`src/source/isa_pkg.sv`:
```
// instruction set package with the encodings and branch decode used by the fetch path
package isa_pkg;

	// ========================================
	// field widths
	// ========================================

	localparam int INSTR_W  = 32;
	localparam int OPCODE_W = 7;

	// the branch displacement sits in the top half of the word
	localparam int DISP_W   = 16;
	localparam int DISP_LSB = INSTR_W - DISP_W;

	// one instruction per word, so a pair covers two words
	localparam int INSTR_BYTES = INSTR_W / 8;

	typedef logic [INSTR_W-1:0] instr_t;
	typedef logic [OPCODE_W-1:0] opcode_t;

	// displacement counts instructions, not bytes
	typedef logic signed [DISP_W-1:0] disp_t;

	// ========================================
	// opcodes
	// ========================================

	localparam opcode_t OP_NOP = 7'h00;
	localparam opcode_t OP_BRA = 7'h2b;

	// the all-zero word decodes as a nop
	localparam instr_t NOP_INSN = {{(INSTR_W-OPCODE_W){1'b0}}, OP_NOP};

	function automatic opcode_t opcode_of(input instr_t insn);
		return insn[OPCODE_W-1:0];
	endfunction

	function automatic disp_t branch_disp(input instr_t insn);
		return disp_t'(insn[INSTR_W-1:DISP_LSB]);
	endfunction

	// a branch goes backwards when its displacement is negative
	function automatic logic is_back_branch(input instr_t insn);
		disp_t disp;
		disp = branch_disp(insn);
		return (opcode_of(insn) == OP_BRA) && disp[DISP_W-1];
	endfunction

endpackage
```
`src/source/fetch_pkg.sv`:
```
// fetch transport package with buffer entries, redirects and the instruction bus types
package fetch_pkg;

	import isa_pkg::*;

	// ========================================
	// address space
	// ========================================

	// default width, the top level takes it as its own parameter
	localparam int ADDR_W = 32;

	// each bus read returns two instructions
	localparam int PAIR_BYTES = 2 * INSTR_BYTES;

	typedef logic [ADDR_W-1:0] addr_t;

	// index 0 holds the instruction at the lower address
	typedef instr_t [1:0] pair_t;

	// one fetch buffer entry, also the slot type seen by the queue
	typedef struct packed {
		logic   v;
		addr_t  pc;
		instr_t instr;
	} fb_entry_t;

	// a request to restart fetch somewhere else
	typedef struct packed {
		logic  v;
		addr_t target;
	} redirect_t;

	// ========================================
	// wishbone classic
	// ========================================

	// master side, the front end never writes so we is tied low
	typedef struct packed {
		logic  cyc;
		logic  stb;
		addr_t adr;
		logic  we;
	} wb_req_t;

	// slave side, ack is a single cycle strobe that comes with the data
	typedef struct packed {
		logic  ack;
		pair_t dat;
	} wb_rsp_t;

endpackage

```
`src/source/ifetch_top.sv`:
```
`timescale 1ns/1ps
// dual issue instruction fetch front end with pc, bus master, fetch buffers and branch detect
module ifetch_top
	import fetch_pkg::*;
#(
	parameter int ADDR_W = fetch_pkg::ADDR_W
) (
	input  logic              clk,
	input  logic              rst,
	output wb_req_t           wb_req,
	input  wb_rsp_t           wb_rsp,
	input  logic              free0,
	input  logic              free1,
	input  logic              branchmiss,
	input  logic [ADDR_W-1:0] misspc,
	output fb_entry_t         slot0,
	output fb_entry_t         slot1
);

	logic [ADDR_W-1:0] pc;
	logic [ADDR_W-1:0] pair_pc;
	logic              fetch_done;
	logic              fetch_want;
	pair_t             fetch_pair;
	redirect_t         bb_redirect;
	redirect_t         miss_redirect;
	redirect_t         redirect;
	logic [1:0]        kill_after;
	fb_entry_t         buf_slot1;

	// ========================================
	// redirect merge
	// ========================================

	// a branch miss comes from further down the pipe and overrides any
	// loop the front end has found on its own
	assign miss_redirect = '{v: branchmiss, target: misspc};
	assign redirect      = miss_redirect.v ? miss_redirect : bb_redirect;

	// slot1 behind a back branch in slot0 must not reach the queue
	assign slot1 = '{v: buf_slot1.v & ~kill_after[0], pc: buf_slot1.pc, instr: buf_slot1.instr};

	// ========================================
	// blocks
	// ========================================

	fetch_pc #(.ADDR_W(ADDR_W)) u_fetch_pc (
		.clk        (clk),
		.rst        (rst),
		.fetch_done (fetch_done),
		.redirect   (redirect),
		.pc         (pc)
	);

	fetch_bus #(.ADDR_W(ADDR_W)) u_fetch_bus (
		.clk           (clk),
		.rst           (rst),
		.pc            (pc),
		.fetch_want    (fetch_want),
		.redirect_seen (redirect.v),
		.wb_req        (wb_req),
		.wb_rsp        (wb_rsp),
		.fetch_done    (fetch_done),
		.fetch_pair    (fetch_pair),
		.fetch_pc      (pair_pc)
	);

	fetch_buffers #(.ADDR_W(ADDR_W)) u_fetch_buffers (
		.clk        (clk),
		.rst        (rst),
		.fetch_done (fetch_done),
		.fetch_pair (fetch_pair),
		.fetch_pc   (pair_pc),
		.free0      (free0),
		.free1      (free1),
		.flush      (branchmiss),
		.kill_after (kill_after),
		.slot0      (slot0),
		.slot1      (buf_slot1),
		.fetch_want (fetch_want)
	);

	// looks at the raw leading pair so the slot1 mask does not feed back
	branch_back u_branch_back (
		.slot0      (slot0),
		.slot1      (buf_slot1),
		.redirect   (bb_redirect),
		.kill_after (kill_after)
	);

endmodule

```
`src/source/branch_back.sv`:
```
`timescale 1ns/1ps
// backward branch detector for the leading pair, gives the loop target and what to kill
module branch_back
	import isa_pkg::*;
	import fetch_pkg::*;
(
	input  fb_entry_t  slot0,
	input  fb_entry_t  slot1,
	output redirect_t  redirect,
	output logic [1:0] kill_after
);

	logic      bb0;
	logic      bb1;
	fb_entry_t br;
	disp_t     disp;
	addr_t     disp_ext;

	// ========================================
	// detection
	// ========================================

	always_comb begin
		// slot0 is older, so its branch decides when both slots hold one
		bb0 = slot0.v && is_back_branch(slot0.instr);
		bb1 = slot1.v && is_back_branch(slot1.instr) && !bb0;

		br = bb0 ? slot0 : slot1;

		// sign extend the instruction count before scaling it to bytes
		disp     = branch_disp(br.instr);
		disp_ext = {{(ADDR_W-DISP_W){disp[DISP_W-1]}}, disp};

		redirect.v      = bb0 || bb1;
		redirect.target = br.pc + disp_ext * addr_t'(INSTR_BYTES);

		// bit 0 kills slot1 and bit 1 kills the other pair
		// a branch in slot1 leaves slot0 alone since slot0 is older
		kill_after = {bb0 || bb1, bb0};
	end

	// the redirect stays up for as long as the branch sits unenqueued in
	// the leading pair, and the pc reloads the same target each cycle

	// a loop of a single pair, where the target lands in the same pair,
	// works the same way since the pair is refetched after the branch leaves

endmodule

```
`src/source/fetch_buffers.sv`:
```
`timescale 1ns/1ps
// fetch buffers holding two instruction pairs with a steering bit that picks the leading pair
module fetch_buffers
	import isa_pkg::*;
	import fetch_pkg::*;
#(
	parameter int ADDR_W = fetch_pkg::ADDR_W
) (
	input  logic              clk,
	input  logic              rst,
	input  logic              fetch_done,
	input  pair_t             fetch_pair,
	input  logic [ADDR_W-1:0] fetch_pc,
	input  logic              free0,
	input  logic              free1,
	input  logic              flush,
	input  logic [1:0]        kill_after,
	output fb_entry_t         slot0,
	output fb_entry_t         slot1,
	output logic              fetch_want
);

	// pair 0 is AB and pair 1 is CD, indexed as [pair][entry]
	logic [1:0][1:0]   vld_q;
	logic [1:0][1:0]   vld_d;

	// steering bit, it names the pair that holds the oldest entries
	logic              steer_q;
	logic              steer_d;

	logic [ADDR_W-1:0] pc_q [2][2];
	pair_t             instr_q [2];

	logic              lead_v0;
	logic              lead_v1;
	logic              take0;
	logic              take1;
	logic              ld_en;
	logic              ld_sel;

	// ========================================
	// next state
	// ========================================

	always_comb begin
		lead_v0 = vld_q[steer_q][0];
		lead_v1 = vld_q[steer_q][1];

		// entries go in program order and each one needs a free port,
		// free1 only counts behind free0
		take0 = lead_v0 && free0;
		// a killed slot1 is hidden from the queue so it is never taken
		take1 = lead_v1 && !kill_after[0] && (lead_v0 ? (free0 && free1) : free0);

		vld_d   = vld_q;
		steer_d = steer_q;
		ld_en   = 1'b0;
		ld_sel  = !steer_q;

		if (take0) begin
			vld_d[steer_q][0] = 1'b0;
		end
		if (take1 || kill_after[0]) begin
			vld_d[steer_q][1] = 1'b0;
		end
		// bit 1 means a back branch sits in the leading pair, so
		// everything in the other pair is younger and on the wrong path
		if (kill_after[1]) begin
			vld_d[!steer_q] = 2'b00;
		end

		// once the leading pair drains, the other pair becomes the oldest
		if (vld_d[steer_q] == 2'b00 && vld_d[!steer_q] != 2'b00) begin
			steer_d = !steer_q;
		end

		// a fresh pair goes behind whatever is still waiting
		if (fetch_done && !flush) begin
			ld_sel = (vld_d[!steer_d] == 2'b00) ? !steer_d : steer_d;
			ld_en  = (vld_d[ld_sel] == 2'b00);
		end
		if (ld_en) begin
			// nothing older left, so the new pair leads at once and shows
			// up on the slots the cycle after ack
			if (vld_d[steer_d] == 2'b00) begin
				steer_d = ld_sel;
			end
			vld_d[ld_sel] = 2'b11;
		end
	end

	// ========================================
	// registers
	// ========================================

	always_ff @(posedge clk) begin
		if (rst) begin
			vld_q   <= '0;
			steer_q <= 1'b0;
		end else if (flush) begin
			// a branch miss empties both pairs and starts over at AB
			vld_q   <= '0;
			steer_q <= 1'b0;
		end else begin
			vld_q   <= vld_d;
			steer_q <= steer_d;
		end
	end

	// payload is only meaningful while its valid bit is set
	always_ff @(posedge clk) begin
		if (ld_en) begin
			pc_q[ld_sel][0] <= fetch_pc;
			pc_q[ld_sel][1] <= fetch_pc + ADDR_W'(INSTR_BYTES);
			instr_q[ld_sel] <= fetch_pair;
		end
	end

	// ========================================
	// outputs
	// ========================================

	// the slots are the two entries of the leading pair, empty ones read as nops
	always_comb begin
		slot0.v     = vld_q[steer_q][0];
		slot0.pc    = pc_q[steer_q][0];
		slot0.instr = slot0.v ? instr_q[steer_q][0] : NOP_INSN;
		slot1.v     = vld_q[steer_q][1];
		slot1.pc    = pc_q[steer_q][1];
		slot1.instr = slot1.v ? instr_q[steer_q][1] : NOP_INSN;
	end

	// only whole empty pairs are refilled, and nothing new is fetched while
	// a back branch waits in the leading pair
	assign fetch_want = ((vld_q[0] == 2'b00) || (vld_q[1] == 2'b00)) && (kill_after == 2'b00);

endmodule

```
`src/source/fetch_bus.sv`:
```
`timescale 1ns/1ps
// instruction bus master that reads one pair per bus cycle and drops stale replies
module fetch_bus
	import fetch_pkg::*;
#(
	parameter int ADDR_W = fetch_pkg::ADDR_W
) (
	input  logic              clk,
	input  logic              rst,
	input  logic [ADDR_W-1:0] pc,
	input  logic              fetch_want,
	input  logic              redirect_seen,
	output wb_req_t           wb_req,
	input  wb_rsp_t           wb_rsp,
	output logic              fetch_done,
	output pair_t             fetch_pair,
	output logic [ADDR_W-1:0] fetch_pc
);

	typedef enum logic {
		BUS_IDLE,
		BUS_OPEN
	} bus_state_e;

	bus_state_e        state_q;
	logic              stale_q;
	logic [ADDR_W-1:0] adr_q;

	// ========================================
	// cycle control
	// ========================================

	// a new cycle opens the edge after fetch_want is seen while idle
	// and closes on the edge that carries ack
	always_ff @(posedge clk) begin
		if (rst) begin
			state_q <= BUS_IDLE;
			stale_q <= 1'b0;
		end else begin
			case (state_q)
				BUS_IDLE: begin
					// hold off while the pc is being reloaded, so the
					// latched address is never the one being replaced
					if (fetch_want && !redirect_seen) begin
						state_q <= BUS_OPEN;
						stale_q <= 1'b0;
					end
				end
				BUS_OPEN: begin
					if (wb_rsp.ack) begin
						state_q <= BUS_IDLE;
					end else if (redirect_seen) begin
						// the reply still has to be waited for but its
						// data belongs to the wrong path
						stale_q <= 1'b1;
					end
				end
				default: state_q <= BUS_IDLE;
			endcase
		end
	end

	// the request address is captured once and held for the whole cycle
	always_ff @(posedge clk) begin
		if (state_q == BUS_IDLE && fetch_want) begin
			adr_q <= pc;
		end
	end

	// cyc and stb rise and fall together
	assign wb_req.cyc = (state_q == BUS_OPEN);
	assign wb_req.stb = (state_q == BUS_OPEN);
	assign wb_req.adr = adr_q;
	assign wb_req.we  = 1'b0;

	// ========================================
	// reply forwarding
	// ========================================

	// a redirect in the ack cycle itself also kills the reply
	assign fetch_done = (state_q == BUS_OPEN) && wb_rsp.ack && !stale_q && !redirect_seen;
	assign fetch_pair = wb_rsp.dat;
	assign fetch_pc   = adr_q;

endmodule

```
`src/source/fetch_pc.sv`:
```
`timescale 1ns/1ps
// fetch program counter that takes redirects or steps one instruction pair per fetch
module fetch_pc
	import fetch_pkg::*;
#(
	parameter int ADDR_W = fetch_pkg::ADDR_W
) (
	input  logic              clk,
	input  logic              rst,
	input  logic              fetch_done,
	input  redirect_t         redirect,
	output logic [ADDR_W-1:0] pc
);

	// the pc always names the next pair to be requested
	logic [ADDR_W-1:0] pc_next;

	// ========================================
	// next address
	// ========================================

	always_comb begin
		pc_next = pc;
		// a redirect wins over the step because anything fetched
		// around it is thrown away anyway
		if (redirect.v) begin
			pc_next = redirect.target;
		end else if (fetch_done) begin
			// one pair has landed in the buffers so move past it
			pc_next = pc + ADDR_W'(PAIR_BYTES);
		end
	end

	// ========================================
	// register
	// ========================================

	// execution starts at address zero
	always_ff @(posedge clk) begin
		if (rst) begin
			pc <= '0;
		end else begin
			pc <= pc_next;
		end
	end

	// note that a redirect held over several cycles reloads the same
	// target each time, which keeps the pc parked on it until the
	// branch that caused it has been taken by the queue

	// the target need not be pair aligned, the bus simply reads the
	// two words starting at whatever address it is handed

	// fetch_done only arrives for replies that are still current, so a
	// stale reply never advances past a redirect target

endmodule

```
`config.mk`:
```
export PLATFORM = sky130hd
export DESIGN_NAME = ifetch_top
export DESIGN_NICKNAME = d
export VERILOG_FILES = /design/src/source/isa_pkg.sv /design/src/source/fetch_pkg.sv /design/src/source/ifetch_top.sv /design/src/source/branch_back.sv /design/src/source/fetch_buffers.sv /design/src/source/fetch_bus.sv /design/src/source/fetch_pc.sv
export SDC_FILE = /design/constraint.sdc
export NUM_CORES = 1
export LEC_CHECK = 0
export BUFFER_PORTS_ARGS = -buffer_cell sky130_fd_sc_hd__buf_2
export CORE_MARGIN = 2
export CORE_UTILIZATION = 36
export CTS_CLUSTER_DIAMETER = 150
export CTS_CLUSTER_SIZE = 8
export DETAILED_ROUTE_END_ITERATION = 10
export PLACE_DENSITY = 0.69
export SYNTH_ARGS = -nofsm -noshare
export SYNTH_HDL_FRONTEND = slang
export SYNTH_SLANG_ARGS = --single-unit
```
`constraint.sdc`:
```
create_clock -name clk -period 13.5 [get_ports clk]
set_clock_uncertainty 0.05 [all_clocks]
set_input_delay 2.7 -clock clk [delete_from_list [all_inputs] [get_ports clk]]
set_output_delay 2.7 -clock clk [all_outputs]
set_load 0.02 [all_outputs]
```
# After elaboration in Yosys (flattened, before gate mapping)
# Memories as Yosys holds them, arrays and structs flattened. A register that Yosys moved wholly into a read port is not among the register bits.
# Cells that the tools add are included.
# word_totals
inputBits	102
ramBits	256
regBits	71
mem_count	2
# op_classes
n_eq_ne	5
order_cmp	9
addsub	3
mux	48
reduce_logical	40
bitwise_logic	10
# mem_list
name	words	word_bits	read_ports	rd_clocked_by_memory_dff	write_ports	line_no	source
u_fetch_buffers.instr_q	2	64	1	1	1	fetch_buffers.sv:32	pair_t instr_q [2];
u_fetch_buffers.pc_q	2	64	1	1	1	fetch_buffers.sv:31	logic [ADDR_W-1:0] pc_q [2][2];
# ops
operator	n
two-way mux 32 bit	4
two-way mux 64 bit	1
two-way mux 33 bit	1
adder 32 x 3 -> 32 bit (second input constant)	1
adder 32 bit	1
adder 32 x 4 -> 32 bit (second input constant)	1
two-way mux 2 bit	15
logical AND 1 bit	20
two-way mux 1 bit	17
two-way mux 4 bit	4
equality test 7 x 6 -> 1 bit (second input constant)	2
logical NOT 2 bit	7
bitwise AND 4 bit	3
less-than comparator 1 x 2 -> 1 bit (second input constant)	6
inverter 4 bit	3
demux 2 bit (select 1 bit)	4
logical NOT 1 bit	6
inequality test 2 bit (second input constant)	2
OR 4 bit	1
case mux 1 bit (2 select lines)	2
nonzero test 2 bit	2
>= comparator 1 bit (second input constant)	3
logical OR 1 bit	3
AND reduction 3 bit	1
other kinds (4)	5

# Longest topological paths before layout
# logic_depth
word_depth	30
depth_mapped	19
ltp_nobuf	16

# Hierarchy
# A second synthesis with hierarchy kept.
# hier_totals
cells_unflattened	1289
area_unflattened_um2	16697.3
# by_module_without_submodules
module	area_per_inst_um2	n_inst	cells_each
fetch_buffers	10224.8	1	602
branch_back	2283.4	1	288
fetch_bus	1818.0	1	143
fetch_pc	1818.0	1	218
ifetch_top	553.0	1	38

# Least setup slack after synthesis
# No wires, ideal clock.
# synth_timing
kind	input to register
start	input port free0
end	memory u_fetch_buffers.instr_q[0][0] in the netlist's numbering (enable)
path_stages	8
slack_ns	0.559
arrival_time_ns	12.126
n_path_buf	0
path_cell_list	inv_1 > nor2_1 > o21ai_0 > a32o_1 > a2bb2oi_1 > o21a_1 > nand2b_1 > nor3_1
# synth_between
elab_chain_cells	22
# synth_rtl
element	line_no	source
from (decl)	ifetch_top.sv:12	input logic free0,
logical AND 1 bit	fetch_buffers.sv:53	take1 = lead_v1 && !kill_after[0] && (lead_v0 ? (free0 && free1) : free0);
two-way mux 1 bit	fetch_buffers.sv:53	
logical AND 1 bit	fetch_buffers.sv:53	
logical OR 1 bit	fetch_buffers.sv:63	if (take1 || kill_after[0]) begin
two-way mux 4 bit (*)	fetch_buffers.sv:63	
bitwise AND 4 bit (no source line)	n/a	
two-way mux 4 bit (*)	fetch_buffers.sv:68	if (kill_after[1]) begin
two-way mux 2 bit (not written as such) (2 in series)	fetch_buffers.sv:73	if (vld_d[steer_q] == 2'b00 && vld_d[!steer_q] != 2'b00) begin
(+3 left out)	n/a	
two-way mux 2 bit (not written as such) (2 in series)	fetch_buffers.sv:79	ld_sel = (vld_d[!steer_d] == 2'b00) ? !steer_d : steer_d;
logical NOT 2 bit	fetch_buffers.sv:79	
two-way mux 1 bit	fetch_buffers.sv:79	
two-way mux 2 bit (not written as such) (2 in series)	fetch_buffers.sv:80	ld_en = (vld_d[ld_sel] == 2'b00);
logical NOT 2 bit	fetch_buffers.sv:80	
two-way mux 1 bit	fetch_buffers.sv:78	if (fetch_done && !flush) begin
two-way mux 1 bit	fetch_buffers.sv:112	if (ld_en) begin
two-way mux 1 bit (not written as such)	fetch_buffers.sv:115	instr_q[ld_sel] <= fetch_pair;
to (decl)	fetch_buffers.sv:32	
# Mark *: on every way between the ends. The rest lies on a longest branch, timed or not. The select of a mux whose other input is x is not followed.

==> metrics.txt <==
Synth Register Bits ~320; compound-gate portion of the synthesized area 0.0937; static leakage 7.02 nW; TritonCTS buffer count 46; Hold Slack 0.383 ns; EDFF count, synth 284; clk_lat worst skew 0.59 ns; chip height 211 um; Hold Path Origin u_fetch_pc.pc[2]; mux cell area share after synthesis 0.111; vias in the first global route 10877; core area between 40000 and 50000 um2; ys async rst share 0; Avg Cell Area, Syn approximately 13 um2; H-tree lvl count 2; # fillers 3986; most frequent cells in the layout edfxtp_1 (284), buf_2 (265), nor2_1 (129); Port Buffer Count ~270; Synth cell types 75; syn_nets 1370; drt drc 0; Final period util 0.449; routability cong. 0.917; Synth Area in Simple Gates 0.111; starting density of the core 0.362; largest net degree at the start of global routing 70; Synth Flop Type edfxtp_1; final hold vios 0; hold worst-path end u_fetch_bus.fetch_pc[2]; peak per-stage delay on the critical path 0.65 ns; share of layout cells above drive strength 1 0.286; register area share after synthesis 0.601; crit-path cells buf_4 > nand3_1 > a22oi_1 > and3_1 > buf_4 > nor2_1 > buf_2; final setup violation count 0; Worst VDD drop 104 uV; Max FO, Critical Path 49; synthesized instance count roughly 1200; total negative slack 0 ns; CP Launch Type flip-flop; min Tclk post-route roughly 6.1 ns; 1st-iter DRT viols 846; grt total ovfl 0; Slew headroom 0.237; RSZ-0062 raised after global routing false; I/O pin total 267; Setup crit start u_fetch_buffers.steer_q; family with the most delay on the worst path buffers and inverters; Arr. time, crit path approximately 3.3 ns; Worst Path Required 10.75 ns; Slew Limit Fails 0; initial antenna violation count 2; status finished clean; Tightest Hold Check Type reg -> reg; R2R cell count 8; Post-CTS Setup Repair Bufs 0; adder-cell share of the synthesized area 0.0263; Root Driver clkbuf_16; Resized Gates After CTS 0; first-pass GRT wire length 63500 um; post-route ant nets 0; CTS clk-pin slew, worst paths ~0.060 ns; Syn-to-layout area delta 21.2%; worst-case clock buffer depth 3; fin nets 1639; WP buf/inv 3; routed vias/inst 5.31; hold path depth 0; main combinational cell family by area after synthesis multiplexers; Slew @ Worst Pin 1.12 ns; Die W 211 um; CP dominant cell by count buf_4; Syn. warnings 0; detailed placement HPWL 30100 um; flop-to-flop setup slack 7.81 ns; R2R Path Start u_fetch_buffers.steer_q; Pwr Density 125 nW/um2; CTS tree built; vias post-DR 11096; Routed WL 42600 um; commonest non-fill, non-tap cell in the layout edfxtp_1; die area 44700 um2; worst r2r dst u_fetch_buffers.pc_q[1][46]; wire per inst 20.4 um; crit path kind reg -> out; XOR/XNOR Fraction of Synth Area 0.0345; Max Clk Rate 165 MHz; GRT Util Overall 0.188; Hold-fix buffers, CTS 0; clock sinks 323; DR pass1 iterations 5; Post-Syn Area 15500 um2; crit end category output pin; FP Rows 76; critical path's slowest cell dfxtp_4; # Max-Cap Violations 0
-- worst reg2reg max path, delay by kind of cell (launching register included) --
kind                   cells  cell delay [ns]
muxes                      1             1.03
DFF                        1             0.65
and+or+nand+nor            1             0.83
AOI/OAI and AO/OA          4             1.21
buffers and inverters      2             1.44
-- registers in the layout, indices dropped and copies added, names as in the netlist --
register,flops
u_fetch_buffers.instr_q,128
u_fetch_buffers.pc_q,124
u_fetch_bus.fetch_pc,32
u_fetch_pc.pc,32
u_fetch_buffers.vld_q,4
u_fetch_buffers.steer_q,1
u_fetch_bus.stale_q,1
u_fetch_bus.state_q,1
-- cell families (layout without fill, tap and decap cells) --
kind of cell | Yosys count | in the layout
simple gates | 363 | 363
flops | 323 | 323
compound gates | 215 | 215
mux | 161 | 161
buf+inv | 80 | 387
xor+xnor | 61 | 61
fa+ha+maj | 32 | 32
other cells | 1 | 3
-- worst max-delay path by stage --
stage	to	depth (start not counted)	slack (ns)
after floorplan	u_fetch_buffers.instr_q[0][0]	8	0.56
after global placement	u_fetch_buffers.pc_q[1][49]	9	7.39
after detailed placement	u_fetch_buffers.pc_q[1][49]	9	7.30
after CTS	slot1[64]	7	7.35
after global routing	slot1[64]	7	7.16
final	slot1[64]	7	7.44
-- per-stage QoR --
| stage | util | setup slack [ns] | power [mW] | std cells | cell area, um2 |
|---|---|---|---|---|---|
| 2_1_floorplan | - | 0.559 | 1.24 | 1236 | 15500 |
| 3_3_place_gp | 0.407 | 7.39 | 1.30 | 2003 | 17400 |
| 3_5_place_dp | 0.407 | 7.30 | 1.30 | 2003 | 17400 |
| 4_1_cts | 0.439 | 7.35 | 2.38 | 2089 | 18800 |
| 5_1_grt | 0.439 | 7.16 | 2.44 | 2090 | 18800 |
| 6_report | 0.439 | 7.44 | 2.35 | 2091 | 18800 |
-- report_power, final --
group | switching (mW) | internal [mW]
registers | 0.0299 | 1.12
clock network | 0.429 | 0.643
logic | 0.0796 | 0.0490
total | 0.538 | 1.82
-- final cells by class --
class                           count  area [um2]  share of cell area
Inverter                           19        71.3             0.00380
Timing Repair Buffer              282        1450              0.0774
Multi-Input combinational cell    833        5890               0.314
Antenna cell                        2        5.00            0.000267
Sequential cell                   323        9310               0.496
Clock buffer                       82        1290              0.0685
Clock inverter                      4        70.1             0.00373
Tap cell                          546         683              0.0364
-- Yosys cell counts, drive strengths merged (6+ instances only) --
cell type  number  share of area
edfxtp        284           0.55
nor2          129          0.031
mux2           91          0.066
nand2          77          0.019
mux2i          70          0.045
a21oi          55          0.018
nand3          52          0.017
o21ai          52          0.017
dfxtp          39          0.050
xnor2          37          0.021
clkbuf         36         0.0087
ha             31          0.025
buf            25         0.0085
xor2           24          0.014
nor3           22         0.0074
inv            19         0.0046
and3           16         0.0065
o21a           14         0.0068
a211oi         11         0.0053
and2           11         0.0044
nand4           8         0.0032
o221ai          8         0.0045
o31ai           7         0.0037
a22oi           6         0.0029
a31oi           6         0.0024
a32o            6         0.0039
and4            6         0.0034
nand2b          6         0.0024
or3             6         0.0024
-- routing by layer --
layer,vias up,GRT usage,share of wire
li1,5225,-,-
met3,84,0.0445,0.075
met5,-,0,0.00031
met4,2,0.0692,0.032
met2,468,0.302,0.47
met1,5317,0.247,0.43
Note: power is estimated with default switching activity, not from simulation.
